==> config.mk <==
export PLATFORM = sky130hd
export DESIGN_NAME = branch_unit
export DESIGN_NICKNAME = d
export VERILOG_FILES = /design/src/verilog/branch_pkg.sv /design/src/verilog/branch_unit.sv /design/src/verilog/return_addr_stack.sv /design/src/verilog/branch_order_queue.sv /design/src/verilog/branch_compare_queue.sv /design/src/verilog/float_le_compare.sv
export VERILOG_INCLUDE_DIRS = /design/src
export SDC_FILE = /design/constraint.sdc
export NUM_CORES = 2
export LEC_CHECK = 0
export ABC_AREA = 1
export BUFFER_PORTS_ARGS = -buffer_cell sky130_fd_sc_hd__buf_2
export CORE_ASPECT_RATIO = 1.2
export CORE_MARGIN = 1.5
export CORE_UTILIZATION = 45
export CTS_BUF_LIST = sky130_fd_sc_hd__clkbuf_4 sky130_fd_sc_hd__clkbuf_8 sky130_fd_sc_hd__clkbuf_16
export CTS_CLUSTER_DIAMETER = 100
export DETAILED_ROUTE_END_ITERATION = 8
export GPL_TIMING_DRIVEN = 1
export PLACE_DENSITY = 0.6
export SETUP_SLACK_MARGIN = 0.15
export SLEW_MARGIN = 20
export SYNTH_ARGS = -nofsm -noshare
export SYNTH_HDL_FRONTEND = slang
export SYNTH_HIERARCHICAL = 1
export SYNTH_SLANG_ARGS = --single-unit
==> constraint.sdc <==
create_clock -name clk -period 14.79 [get_ports clk]
set_input_delay 2.2185 -clock clk [delete_from_list [all_inputs] [get_ports clk]]
set_output_delay 2.2185 -clock clk [all_outputs]
set_load 0.01 [all_outputs]
==> src/branch_settings.svh <==
`ifndef BRANCH_SETTINGS_SVH
`define BRANCH_SETTINGS_SVH

// compare queue and order queue share one depth
`define BR_ENTRIES 4

// saved stack slots for wrong-path repair
`define BACKUP_ENTRIES 4

`define TAG_WIDTH 4
`define ADDR_WIDTH 14
`define PATTERN_WIDTH 8

// return stack holds 2**STACK_LOG addresses
`define STACK_LOG 3

`endif
==> src/verilog/branch_pkg.sv <==
`default_nettype none
`include "branch_settings.svh"

package branch_pkg;

	typedef logic [31:0] word_t; // operand value, int or single
	typedef logic [`TAG_WIDTH-1:0] tag_t;
	typedef logic [`ADDR_WIDTH-1:0] addr_t;
	typedef logic [`PATTERN_WIDTH-1:0] pattern_t;
	typedef logic [`STACK_LOG-1:0] stack_ptr_t;

	// 0 .. BR_ENTRIES inclusive
	typedef logic [$clog2(`BR_ENTRIES + 1)-1:0] br_count_t;

	// float kinds first, integer kinds in the upper half
	typedef enum logic [1:0] {
		cmp_fz,
		cmp_fle,
		cmp_eq,
		cmp_le
	} cmp_kind_t;

endpackage

`default_nettype wire

==> src/verilog/branch_unit.sv <==
`timescale 1ns/1ps
`default_nettype none

module branch_unit (
	input  logic                  clk,
	input  logic                  reset,
	input  logic                  issue_valid,
	output logic                  issue_ready,
	input  branch_pkg::cmp_kind_t cmp_kind,
	input  logic                  a_valid,
	input  branch_pkg::tag_t      a_tag,
	input  branch_pkg::word_t     a_data,
	input  logic                  b_valid,
	input  branch_pkg::tag_t      b_tag,
	input  branch_pkg::word_t     b_data,
	input  logic                  use_imm,
	input  logic [15:0]           imm,
	input  logic                  prediction,
	input  branch_pkg::pattern_t  pattern_in,
	input  branch_pkg::addr_t     redirect_in,
	input  logic                  call_valid,
	output logic                  call_ready,
	input  branch_pkg::addr_t     call_addr,
	input  logic                  ret,
	output branch_pkg::addr_t     return_addr,
	input  logic                  commit_valid,
	output logic                  commit_ready,
	output logic                  failure,
	output branch_pkg::pattern_t  pattern_out,
	output branch_pkg::addr_t     redirect_addr,
	input  logic                  cdb_valid,
	input  branch_pkg::tag_t      cdb_tag,
	input  branch_pkg::word_t     cdb_data
);
	import branch_pkg::*;

	logic       issue;
	logic       commit;
	logic       resolve;
	logic       taken;
	logic       recover; // failed commit, wrong path dropped
	logic       oq_full;
	br_count_t  branch_count;
	stack_ptr_t sp;
	stack_ptr_t head_sp;

	assign issue_ready = !oq_full;
	assign issue       = issue_valid && issue_ready;
	assign commit      = commit_valid && commit_ready;

	branch_compare_queue u_cmpq (
		.clk       (clk),
		.reset     (reset),
		.issue     (issue),
		.cmp_kind  (cmp_kind),
		.a_valid   (a_valid),
		.a_tag     (a_tag),
		.a_data    (a_data),
		.b_valid   (b_valid),
		.b_tag     (b_tag),
		.b_data    (b_data),
		.use_imm   (use_imm),
		.imm       (imm),
		.cdb_valid (cdb_valid),
		.cdb_tag   (cdb_tag),
		.cdb_data  (cdb_data),
		.flush     (recover),
		.resolve   (resolve),
		.taken     (taken)
	);

	branch_order_queue u_ordq (
		.clk           (clk),
		.reset         (reset),
		.issue         (issue),
		.prediction    (prediction),
		.pattern_in    (pattern_in),
		.redirect_in   (redirect_in),
		.sp_in         (sp),
		.resolve       (resolve),
		.taken         (taken),
		.commit_valid  (commit_valid),
		.commit_ready  (commit_ready),
		.failure       (failure),
		.pattern_out   (pattern_out),
		.redirect_addr (redirect_addr),
		.head_sp       (head_sp),
		.count         (branch_count),
		.full          (oq_full),
		.recover       (recover)
	);

	return_addr_stack u_ras (
		.clk          (clk),
		.reset        (reset),
		.call_valid   (call_valid),
		.call_ready   (call_ready),
		.call_addr    (call_addr),
		.ret          (ret),
		.commit       (commit),
		.recover      (recover),
		.branch_count (branch_count),
		.head_sp      (head_sp),
		.sp           (sp),
		.return_addr  (return_addr)
	);

endmodule

`default_nettype wire

==> src/verilog/return_addr_stack.sv <==
`timescale 1ns/1ps
`default_nettype none
`include "branch_settings.svh"

module return_addr_stack (
	input  logic                   clk,
	input  logic                   reset,
	input  logic                   call_valid,
	output logic                   call_ready,
	input  branch_pkg::addr_t      call_addr,
	input  logic                   ret,
	input  logic                   commit,
	input  logic                   recover,
	input  branch_pkg::br_count_t  branch_count,
	input  branch_pkg::stack_ptr_t head_sp,
	output branch_pkg::stack_ptr_t sp,
	output branch_pkg::addr_t      return_addr
);
	import branch_pkg::*;

	localparam int depth = 2 ** `STACK_LOG;
	localparam int bk_w  = $clog2(`BACKUP_ENTRIES + 1);

	addr_t      stack_q [depth];
	addr_t      stack_nxt [depth];
	stack_ptr_t sp_nxt;
	stack_ptr_t above; // slot a call writes
	logic       push;
	logic       pop;
	logic       save;
	br_count_t  remaining; // branches still in flight after this edge

	// backup buffer, oldest at index 0
	logic [bk_w-1:0] bk_count;
	logic [bk_w-1:0] bk_count_nxt;
	br_count_t       bk_tag [`BACKUP_ENTRIES];
	stack_ptr_t      bk_idx [`BACKUP_ENTRIES];
	addr_t           bk_addr [`BACKUP_ENTRIES];
	br_count_t       bk_tag_nxt [`BACKUP_ENTRIES];
	stack_ptr_t      bk_idx_nxt [`BACKUP_ENTRIES];
	addr_t           bk_addr_nxt [`BACKUP_ENTRIES];

	assign call_ready = bk_count < bk_w'(`BACKUP_ENTRIES)
		|| (commit && bk_tag[0] == br_count_t'(1));
	assign push      = call_valid && call_ready && !recover;
	assign pop       = ret && !recover;
	assign above     = sp + 1'b1;
	assign remaining = branch_count - br_count_t'(commit);
	assign save      = push && remaining != '0;

	// tags only grow toward the back, so released entries sit at the front
	always_comb begin
		int drop;
		drop = 0;
		for (int i = 0; i < `BACKUP_ENTRIES; i++) begin
			if (commit && i < int'(bk_count) && bk_tag[i] == br_count_t'(1)) begin
				drop++;
			end
		end
		for (int i = 0; i < `BACKUP_ENTRIES; i++) begin
			if (i + drop < int'(bk_count)) begin
				bk_tag_nxt[i]  = bk_tag[i + drop] - br_count_t'(commit);
				bk_idx_nxt[i]  = bk_idx[i + drop];
				bk_addr_nxt[i] = bk_addr[i + drop];
			end else begin
				bk_tag_nxt[i]  = remaining;
				bk_idx_nxt[i]  = above;
				bk_addr_nxt[i] = stack_q[above]; // slot about to be overwritten
			end
		end
		if (recover) begin
			bk_count_nxt = '0;
		end else begin
			bk_count_nxt = bk_w'(int'(bk_count) - drop + int'(save));
		end
	end

	always_comb begin
		for (int i = 0; i < depth; i++) begin
			stack_nxt[i] = stack_q[i];
			if (recover) begin
				// youngest first so the oldest save lands last
				for (int j = `BACKUP_ENTRIES - 1; j >= 0; j--) begin
					if (j < int'(bk_count) && int'(bk_idx[j]) == i) begin
						stack_nxt[i] = bk_addr[j];
					end
				end
			end else if (push && int'(above) == i) begin
				stack_nxt[i] = call_addr;
			end
		end
	end

	always_comb begin
		if (recover) begin
			sp_nxt = head_sp;
		end else if (push) begin
			sp_nxt = above;
		end else if (pop) begin
			sp_nxt = sp - 1'b1;
		end else begin
			sp_nxt = sp;
		end
	end

	always_ff @(posedge clk) begin
		if (reset) begin
			sp       <= '1;
			bk_count <= '0;
		end else begin
			sp       <= sp_nxt;
			bk_count <= bk_count_nxt;
		end
	end

	always_ff @(posedge clk) begin
		stack_q     <= stack_nxt;
		bk_tag      <= bk_tag_nxt;
		bk_idx      <= bk_idx_nxt;
		bk_addr     <= bk_addr_nxt;
		return_addr <= stack_nxt[sp_nxt];
	end

	// every saved slot belongs to a branch the order queue still holds
	assert property (@(posedge clk) disable iff (reset)
		bk_count != '0 |-> branch_count != '0);

endmodule

`default_nettype wire

==> src/verilog/branch_order_queue.sv <==
`timescale 1ns/1ps
`default_nettype none
`include "branch_settings.svh"

module branch_order_queue (
	input  logic                   clk,
	input  logic                   reset,
	input  logic                   issue,
	input  logic                   prediction,
	input  branch_pkg::pattern_t   pattern_in,
	input  branch_pkg::addr_t      redirect_in,
	input  branch_pkg::stack_ptr_t sp_in,
	input  logic                   resolve,
	input  logic                   taken,
	input  logic                   commit_valid,
	output logic                   commit_ready,
	output logic                   failure,
	output branch_pkg::pattern_t   pattern_out,
	output branch_pkg::addr_t      redirect_addr,
	output branch_pkg::stack_ptr_t head_sp,
	output branch_pkg::br_count_t  count,
	output logic                   full,
	output logic                   recover
);
	import branch_pkg::*;

	br_count_t  rcount; // resolved branches at the front
	br_count_t  res_slot;
	logic       commit;

	logic       pf_q [`BR_ENTRIES]; // prediction until resolved, then failure
	pattern_t   pat_q [`BR_ENTRIES];
	addr_t      redir_q [`BR_ENTRIES];
	stack_ptr_t sp_q [`BR_ENTRIES];

	logic       pf_nxt [`BR_ENTRIES];
	pattern_t   pat_nxt [`BR_ENTRIES];
	addr_t      redir_nxt [`BR_ENTRIES];
	stack_ptr_t sp_nxt [`BR_ENTRIES];

	assign commit_ready  = rcount != '0;
	assign commit        = commit_valid && commit_ready;
	assign failure       = pf_q[0];
	assign pattern_out   = pat_q[0];
	assign redirect_addr = redir_q[0];
	assign head_sp       = sp_q[0];
	assign recover       = commit && pf_q[0];
	assign full          = count == br_count_t'(`BR_ENTRIES) && !commit;
	assign res_slot      = rcount - br_count_t'(commit); // oldest unresolved after the shift

	always_comb begin
		for (int i = 0; i < `BR_ENTRIES; i++) begin
			if (i + int'(commit) < int'(count)) begin
				pf_nxt[i]    = pf_q[i + int'(commit)];
				pat_nxt[i]   = pat_q[i + int'(commit)];
				redir_nxt[i] = redir_q[i + int'(commit)];
				sp_nxt[i]    = sp_q[i + int'(commit)];
			end else begin
				pf_nxt[i]    = prediction;
				pat_nxt[i]   = pattern_in;
				redir_nxt[i] = redirect_in;
				sp_nxt[i]    = sp_in;
			end
			if (resolve && i == int'(res_slot)) begin
				pf_nxt[i] = pf_nxt[i] ^ taken;
			end
		end
	end

	always_ff @(posedge clk) begin
		if (reset || recover) begin
			count  <= '0;
			rcount <= '0;
		end else begin
			count  <= count - br_count_t'(commit) + br_count_t'(issue);
			rcount <= rcount + br_count_t'(resolve) - br_count_t'(commit);
		end
	end

	always_ff @(posedge clk) begin
		for (int i = 0; i < `BR_ENTRIES; i++) begin
			pf_q[i]    <= pf_nxt[i];
			pat_q[i]   <= pat_nxt[i];
			redir_q[i] <= redir_nxt[i];
			sp_q[i]    <= sp_nxt[i];
		end
	end

	// compare queue never runs ahead of the branches held here
	assert property (@(posedge clk) disable iff (reset)
		resolve |-> rcount < count);

endmodule

`default_nettype wire

==> src/verilog/branch_compare_queue.sv <==
`timescale 1ns/1ps
`default_nettype none
`include "branch_settings.svh"

module branch_compare_queue (
	input  logic                  clk,
	input  logic                  reset,
	input  logic                  issue,
	input  branch_pkg::cmp_kind_t cmp_kind,
	input  logic                  a_valid,
	input  branch_pkg::tag_t      a_tag,
	input  branch_pkg::word_t     a_data,
	input  logic                  b_valid,
	input  branch_pkg::tag_t      b_tag,
	input  branch_pkg::word_t     b_data,
	input  logic                  use_imm,
	input  logic [15:0]           imm,
	input  logic                  cdb_valid,
	input  branch_pkg::tag_t      cdb_tag,
	input  branch_pkg::word_t     cdb_data,
	input  logic                  flush,
	output logic                  resolve,
	output logic                  taken
);
	import branch_pkg::*;

	br_count_t count;
	cmp_kind_t kind_q [`BR_ENTRIES];
	logic      a_ok_q [`BR_ENTRIES];
	tag_t      a_tag_q [`BR_ENTRIES];
	word_t     a_val_q [`BR_ENTRIES];
	logic      b_ok_q [`BR_ENTRIES];
	tag_t      b_tag_q [`BR_ENTRIES];
	word_t     b_val_q [`BR_ENTRIES];

	// entries after this cycle's result bus
	logic  a_ok_upd [`BR_ENTRIES];
	word_t a_val_upd [`BR_ENTRIES];
	logic  b_ok_upd [`BR_ENTRIES];
	word_t b_val_upd [`BR_ENTRIES];

	logic  new_a_ok;
	word_t new_a_val;
	logic  new_b_ok;
	word_t new_b_val;
	logic  int_kind;
	logic  fle;

	always_comb begin
		int_kind  = cmp_kind == cmp_eq || cmp_kind == cmp_le;
		new_a_ok  = a_valid || (cdb_valid && cdb_tag == a_tag);
		new_a_val = a_valid ? a_data : cdb_data;
		if (int_kind && use_imm) begin
			new_b_ok  = 1'b1;
			new_b_val = {{16{imm[15]}}, imm};
		end else if (cmp_kind == cmp_fz) begin
			new_b_ok  = 1'b1; // b not looked at
			new_b_val = b_data;
		end else begin
			new_b_ok  = b_valid || (cdb_valid && cdb_tag == b_tag);
			new_b_val = b_valid ? b_data : cdb_data;
		end
	end

	always_comb begin
		for (int i = 0; i < `BR_ENTRIES; i++) begin
			a_ok_upd[i]  = a_ok_q[i] || (cdb_valid && cdb_tag == a_tag_q[i]);
			a_val_upd[i] = a_ok_q[i] ? a_val_q[i] : cdb_data;
			b_ok_upd[i]  = b_ok_q[i] || (cdb_valid && cdb_tag == b_tag_q[i]);
			b_val_upd[i] = b_ok_q[i] ? b_val_q[i] : cdb_data;
		end
	end

	assign resolve = count != '0 && a_ok_q[0] && b_ok_q[0];

	float_le_compare u_fle (
		.a  (a_val_q[0]),
		.b  (b_val_q[0]),
		.le (fle)
	);

	always_comb begin
		case (kind_q[0])
			cmp_eq:  taken = a_val_q[0] == b_val_q[0];
			cmp_le:  taken = $signed(a_val_q[0]) <= $signed(b_val_q[0]);
			cmp_fle: taken = fle;
			default: taken = a_val_q[0][30:23] == 8'd0; // zero exponent
		endcase
	end

	always_ff @(posedge clk) begin
		if (reset || flush) begin
			count <= '0;
		end else begin
			count <= count - br_count_t'(resolve) + br_count_t'(issue);
		end
	end

	// shift by one on resolve, new entry lands behind the survivors
	always_ff @(posedge clk) begin
		for (int i = 0; i < `BR_ENTRIES; i++) begin
			if (i + int'(resolve) < int'(count)) begin
				kind_q[i]  <= kind_q[i + int'(resolve)];
				a_ok_q[i]  <= a_ok_upd[i + int'(resolve)];
				a_tag_q[i] <= a_tag_q[i + int'(resolve)];
				a_val_q[i] <= a_val_upd[i + int'(resolve)];
				b_ok_q[i]  <= b_ok_upd[i + int'(resolve)];
				b_tag_q[i] <= b_tag_q[i + int'(resolve)];
				b_val_q[i] <= b_val_upd[i + int'(resolve)];
			end else begin
				kind_q[i]  <= cmp_kind;
				a_ok_q[i]  <= new_a_ok;
				a_tag_q[i] <= a_tag;
				a_val_q[i] <= new_a_val;
				b_ok_q[i]  <= new_b_ok;
				b_tag_q[i] <= b_tag;
				b_val_q[i] <= new_b_val;
			end
		end
	end

	// issue_ready from the order queue keeps a full compare queue closed
	assert property (@(posedge clk) disable iff (reset)
		count == br_count_t'(`BR_ENTRIES) |-> !issue);

endmodule

`default_nettype wire

==> src/verilog/float_le_compare.sv <==
`timescale 1ns/1ps
`default_nettype none

module float_le_compare (
	input  branch_pkg::word_t a,
	input  branch_pkg::word_t b,
	output logic              le
);
	logic both_zero;
	logic mag_le;
	logic mag_ge;

	assign both_zero = a[30:0] == 31'd0 && b[30:0] == 31'd0; // +0 equals -0
	assign mag_le    = a[30:0] <= b[30:0];
	assign mag_ge    = a[30:0] >= b[30:0];

	// sign-magnitude order, exponent over mantissa falls out of the bit layout
	always_comb begin
		if (both_zero) begin
			le = 1'b1;
		end else if (a[31] != b[31]) begin
			le = a[31]; // negative side is smaller
		end else if (a[31]) begin
			le = mag_ge; // both negative
		end else begin
			le = mag_le;
		end
	end

endmodule

`default_nettype wire

==> out/results.tsv <==
stage	metric	value	unit
outcome	status	finished clean	
pwr	P_int	6493	uW
pwr	peak supply drop	0.0002358	V
timing	RSZ-0062 raised after global routing	false	
clocking	clock latency on the worst-skew pair	0.67	ns
synth	mux contribution to synthesized area	0.07127	%
place	# port buffers	212	
synth	synth warn	6	
place	RePlAce Congestion	1.055	
grt	first-pass GRT wire length	291600	microns
synth	Seq/Total Area, Yosys	33.21	%
synth	share of flip-flops with an asynchronous set or reset	0	%
synth	post-synth net total	6837	
setup_path	Critical Path Sink Type	flip-flop	
synth	adder-cell share of the synthesized area	3.694	%
synth	Post-synth EDFFs	140	
grt	number of global-route vias before repair	43270	
timing	setup TNS	0	ns
timing	fmax	0.1221	GHz
setup_path	R2R cell count	26	
synth	Synth Area in XOR/XNOR	0.4543	%
clocking	hold buffers post-CTS	0	
pwr	register share of total power	26.5	%
floorplan	Initial Util	45.55	%
timing	max_slew headroom	14.49	%
grt	GRT Resource Usage Total	41.22	%
floorplan	CORE AREA	92500	sq um
timing	Final Max Slew Viols	0	
drt	vias per inst	6.039	
timing	worst slew pin tran	1.279	ns
grt	initial antenna violation count	19	
finish	area grow syn2layout	9.484	%
timing	clock skew	0.03592	ns
synth	Synth Area in Compound Gates	19.86	%
timing	hold_ws	0.5270	ns
clocking	Clk pin slew, worst setup/hold paths	0.06	ns
pwr	share of power burned in the clock network	13.6	%
setup_path	worst r2r dst	u_ras/bk_idx[2]$_DFF_P_	
timing	Final period util	55.36	%
timing	minimum clock period after layout	8.188	ns
drt	DR DRC count	0	
synth	Synth Instances	6542	
clocking	CTS resizes	0	
clocking	TritonCTS clock tree	done	
grt	largest net degree at the start of global routing	95	
run	maxcap violations	0	
clocking	TritonCTS Buffers	75	
setup_path	worst path required time	15.37	ns
drt	via total after detailed routing	47070	
pwr	switch share	54.94	%
setup_path	Crit Path Class	in -> reg	
clocking	postcts setup bufs	0	
clocking	CTS sink count	629	
pwr	Total Power	14410	uW
setup_path	slowest CP cell	ha_1	
synth	Synth Cell Area	42140	sq um
setup_path	start point of the critical path	commit_valid	
drt	DRC marker count from the first detailed-route iteration	5755	
synth	Synth Area in Simple Gates	31.66	%
setup_path	type of element launching the critical path	primary input	
pwr	sw power	7916	uW
setup_path	crit-path max FO	44	
clocking	clk root buf	clkbuf_16	
timing	final hold violation count	0	
clocking	clock tree buffer depth	3	
setup_path	r2r setup slk	7.72	ns
pwr	combinational power share	59.9	%
synth	Distinct cells, synth	59	
pwr	leakage	0.02207	uW
floorplan	Top Ports	213	
setup_path	worst r2r src	u_ordq/rcount[1]$_SDFF_PP0_	
setup_path	cell mode on critical path	ha_1	
finish	nets@finish	6782	
floorplan	Die Wd	282.3	microns
synth	Synth Register Bits	629	
synth	Post-synth top flop	dfxtp_1	
worst_hold_path	Hold Crit Class	reg -> reg	
setup_path	Crit path largest cell delay	1.03	ns
timing	final setup fails	0	
grt	GR Overflow Total	0	
finish	share of post-route cells with drive strength above 1	8.415	%
floorplan	die area	95490	sq um
drt	WL per Instance	25.56	microns
pwr	Pwr Density	312.3	nW/um^2
drt	Antenna Nets Post-Route	0	
setup_path	CP arrival	8.77	ns
drt	Routed WL	199200	microns
floorplan	Die Ht	338.2	microns
synth	largest family of logic cells by synthesized area	simple AND/OR/NAND/NOR gates	
clocking	H-tree levels	3	
synth	Post-Synthesis Mean Instance Area	6.441	sq um
place	DP HPWL	125800	microns
setup_path	CP endpoint	u_ras/bk_idx[2]$_DFF_P_	
floorplan	site row count	122	
drt	drt first pass iters	9	
==> layout by cell type, fill, tap and decap left out, types with 23 or more instances in the layout <==
| cell type | count |
|---|---|
| a21oi_1 | 162 |
| a31oi_1 | 36 |
| buf_2 | 213 |
| buf_4 | 85 |
| clkbuf_16 | 76 |
| clkinv_1 | 26 |
| dfxtp_1 | 487 |
| edfxtp_1 | 140 |
| ha_1 | 118 |
| inv_1 | 642 |
| inv_2 | 31 |
| nand2_1 | 2059 |
| nand3_1 | 771 |
| nor2_1 | 256 |
| o211ai_1 | 23 |
| o21ai_0 | 780 |
| o21ai_1 | 104 |
| o221ai_1 | 180 |
| o22a_1 | 26 |
| o22ai_1 | 50 |
==> worst min-delay path by stage <==
stage          slack, ns  depth (start not counted)                              to                           start
3_5_place_dp        0.51                          2     u_cmpq/a_ok_q[0][0]$_DFF_P_     u_cmpq/a_ok_q[0][0]$_DFF_P_
5_1_grt             0.55                          2  u_ordq/redir_q[0][5]$_DFFE_PP_  u_ordq/redir_q[1][5]$_DFFE_PP_
4_1_cts             0.52                          2     u_cmpq/a_ok_q[0][0]$_DFF_P_     u_cmpq/a_ok_q[0][0]$_DFF_P_
6_report            0.53                          2  u_ordq/redir_q[0][1]$_DFFE_PP_  u_ordq/redir_q[1][1]$_DFFE_PP_
3_3_place_gp        0.50                          2     u_cmpq/a_ok_q[0][0]$_DFF_P_     u_cmpq/a_ok_q[0][0]$_DFF_P_
2_1_floorplan       0.50                          2   u_cmpq/kind_q[0][0]$_DFFE_PP_   u_cmpq/kind_q[1][0]$_DFFE_PP_
==> cell usage after synthesis (37+ instances only) <==
cell type | instances | area, sq um
nand3_1 | 775 | 3879
nand2_1 | 2063 | 7744
buf_2 | 137 | 685.7
a21oi_1 | 163 | 815.8
dfxtp_1 | 489 | 9789
clkbuf_1 | 231 | 867.1
inv_1 | 648 | 2432
o21ai_1 | 104 | 520.5
nor2_1 | 272 | 1021
edfxtp_1 | 140 | 4204
ha_1 | 118 | 1476
a31oi_1 | 37 | 231.5
o21ai_0 | 781 | 3909
o22ai_1 | 50 | 312.8
o221ai_1 | 180 | 1577
==> registers in the layout, summed over array words and instances (netlist names) <==
| signal | flops |
|---|---|
| u_cmpq/a_ok_q | 4 |
| u_cmpq/a_tag_q | 16 |
| u_cmpq/a_val_q | 128 |
| u_cmpq/b_ok_q | 4 |
| u_cmpq/b_tag_q | 16 |
| u_cmpq/b_val_q | 128 |
| u_cmpq/count | 3 |
| u_cmpq/kind_q | 8 |
| u_ordq/count | 3 |
| u_ordq/pat_q | 32 |
| u_ordq/pf_q | 4 |
| u_ordq/rcount | 3 |
| u_ordq/redir_q | 56 |
| u_ordq/sp_q | 12 |
| u_ras/bk_addr | 56 |
| u_ras/bk_count | 3 |
| u_ras/bk_idx | 12 |
| u_ras/bk_tag | 12 |
| u_ras/return_addr | 14 |
| u_ras/sp | 3 |
| u_ras/stack_q | 112 |
==> power groups by stage <==
stage                     clock (uW)  combinational [uW]  sequential, uW
after floorplan                    0                5670            3340
after global placement             0                8040            3760
after detailed placement           0                8140            3760
after CTS                       1970                8170            3740
after global routing            2030                9360            3870
final                           1950                8640            3820
==> area by class of cell <==
class / instances / area [sq um]
Timing Repair Buffer: 301 / 1742
Tap cell: 1240 / 1551
Multi-Input combinational cell: 4780 / 23620
Antenna cell: 6 / 15.01
Inverter: 700 / 2640
Fill cell: 9658 / 46370
Clock buffer: 106 / 2208
Clock inverter: 32 / 364.1
Sequential cell: 629 / 14000
==> per-stage QoR <==
step	cells	cell area [sq um]	worst slack [ns]	util, %
CTS	7784	46030	6.671	49.76
global placement	7646	43450	6.152	46.97
detailed placement	7646	43450	6.024	46.97
floorplan	6542	42140	8.243	-
global route	7789	46120	6.122	49.86
finish	7794	46130	6.602	49.87
==> worst max-delay path, delay by kind of cell <==
kind,cells,cell delay [ns]
buffers and inverters,9,2.29
AOI/OAI and AO/OA,4,0.48
and+or+nand+nor,8,1.76
adders and majority gates,4,1.95
==> cell families after synthesis <==
group / count (synthesis)
buffers and inverters: 1133
DFF: 629
adders and majority gates: 122
xor gates and xnor gates: 21
and+or+nand+nor: 3202
muxes: 3
AOI/OAI and AO/OA: 1432
==> per-layer routing <==
metal  GRT usage (%)  up-vias  share of wire (%)
met5          0.2051        -              0.076
met4           35.32       20                 11
met3           14.11      934                 11
met2           60.95     2787                 42
met1           47.25    21640                 36
li1                -    21690                  -
No activity file was read; power rests on OpenSTA's default activity.
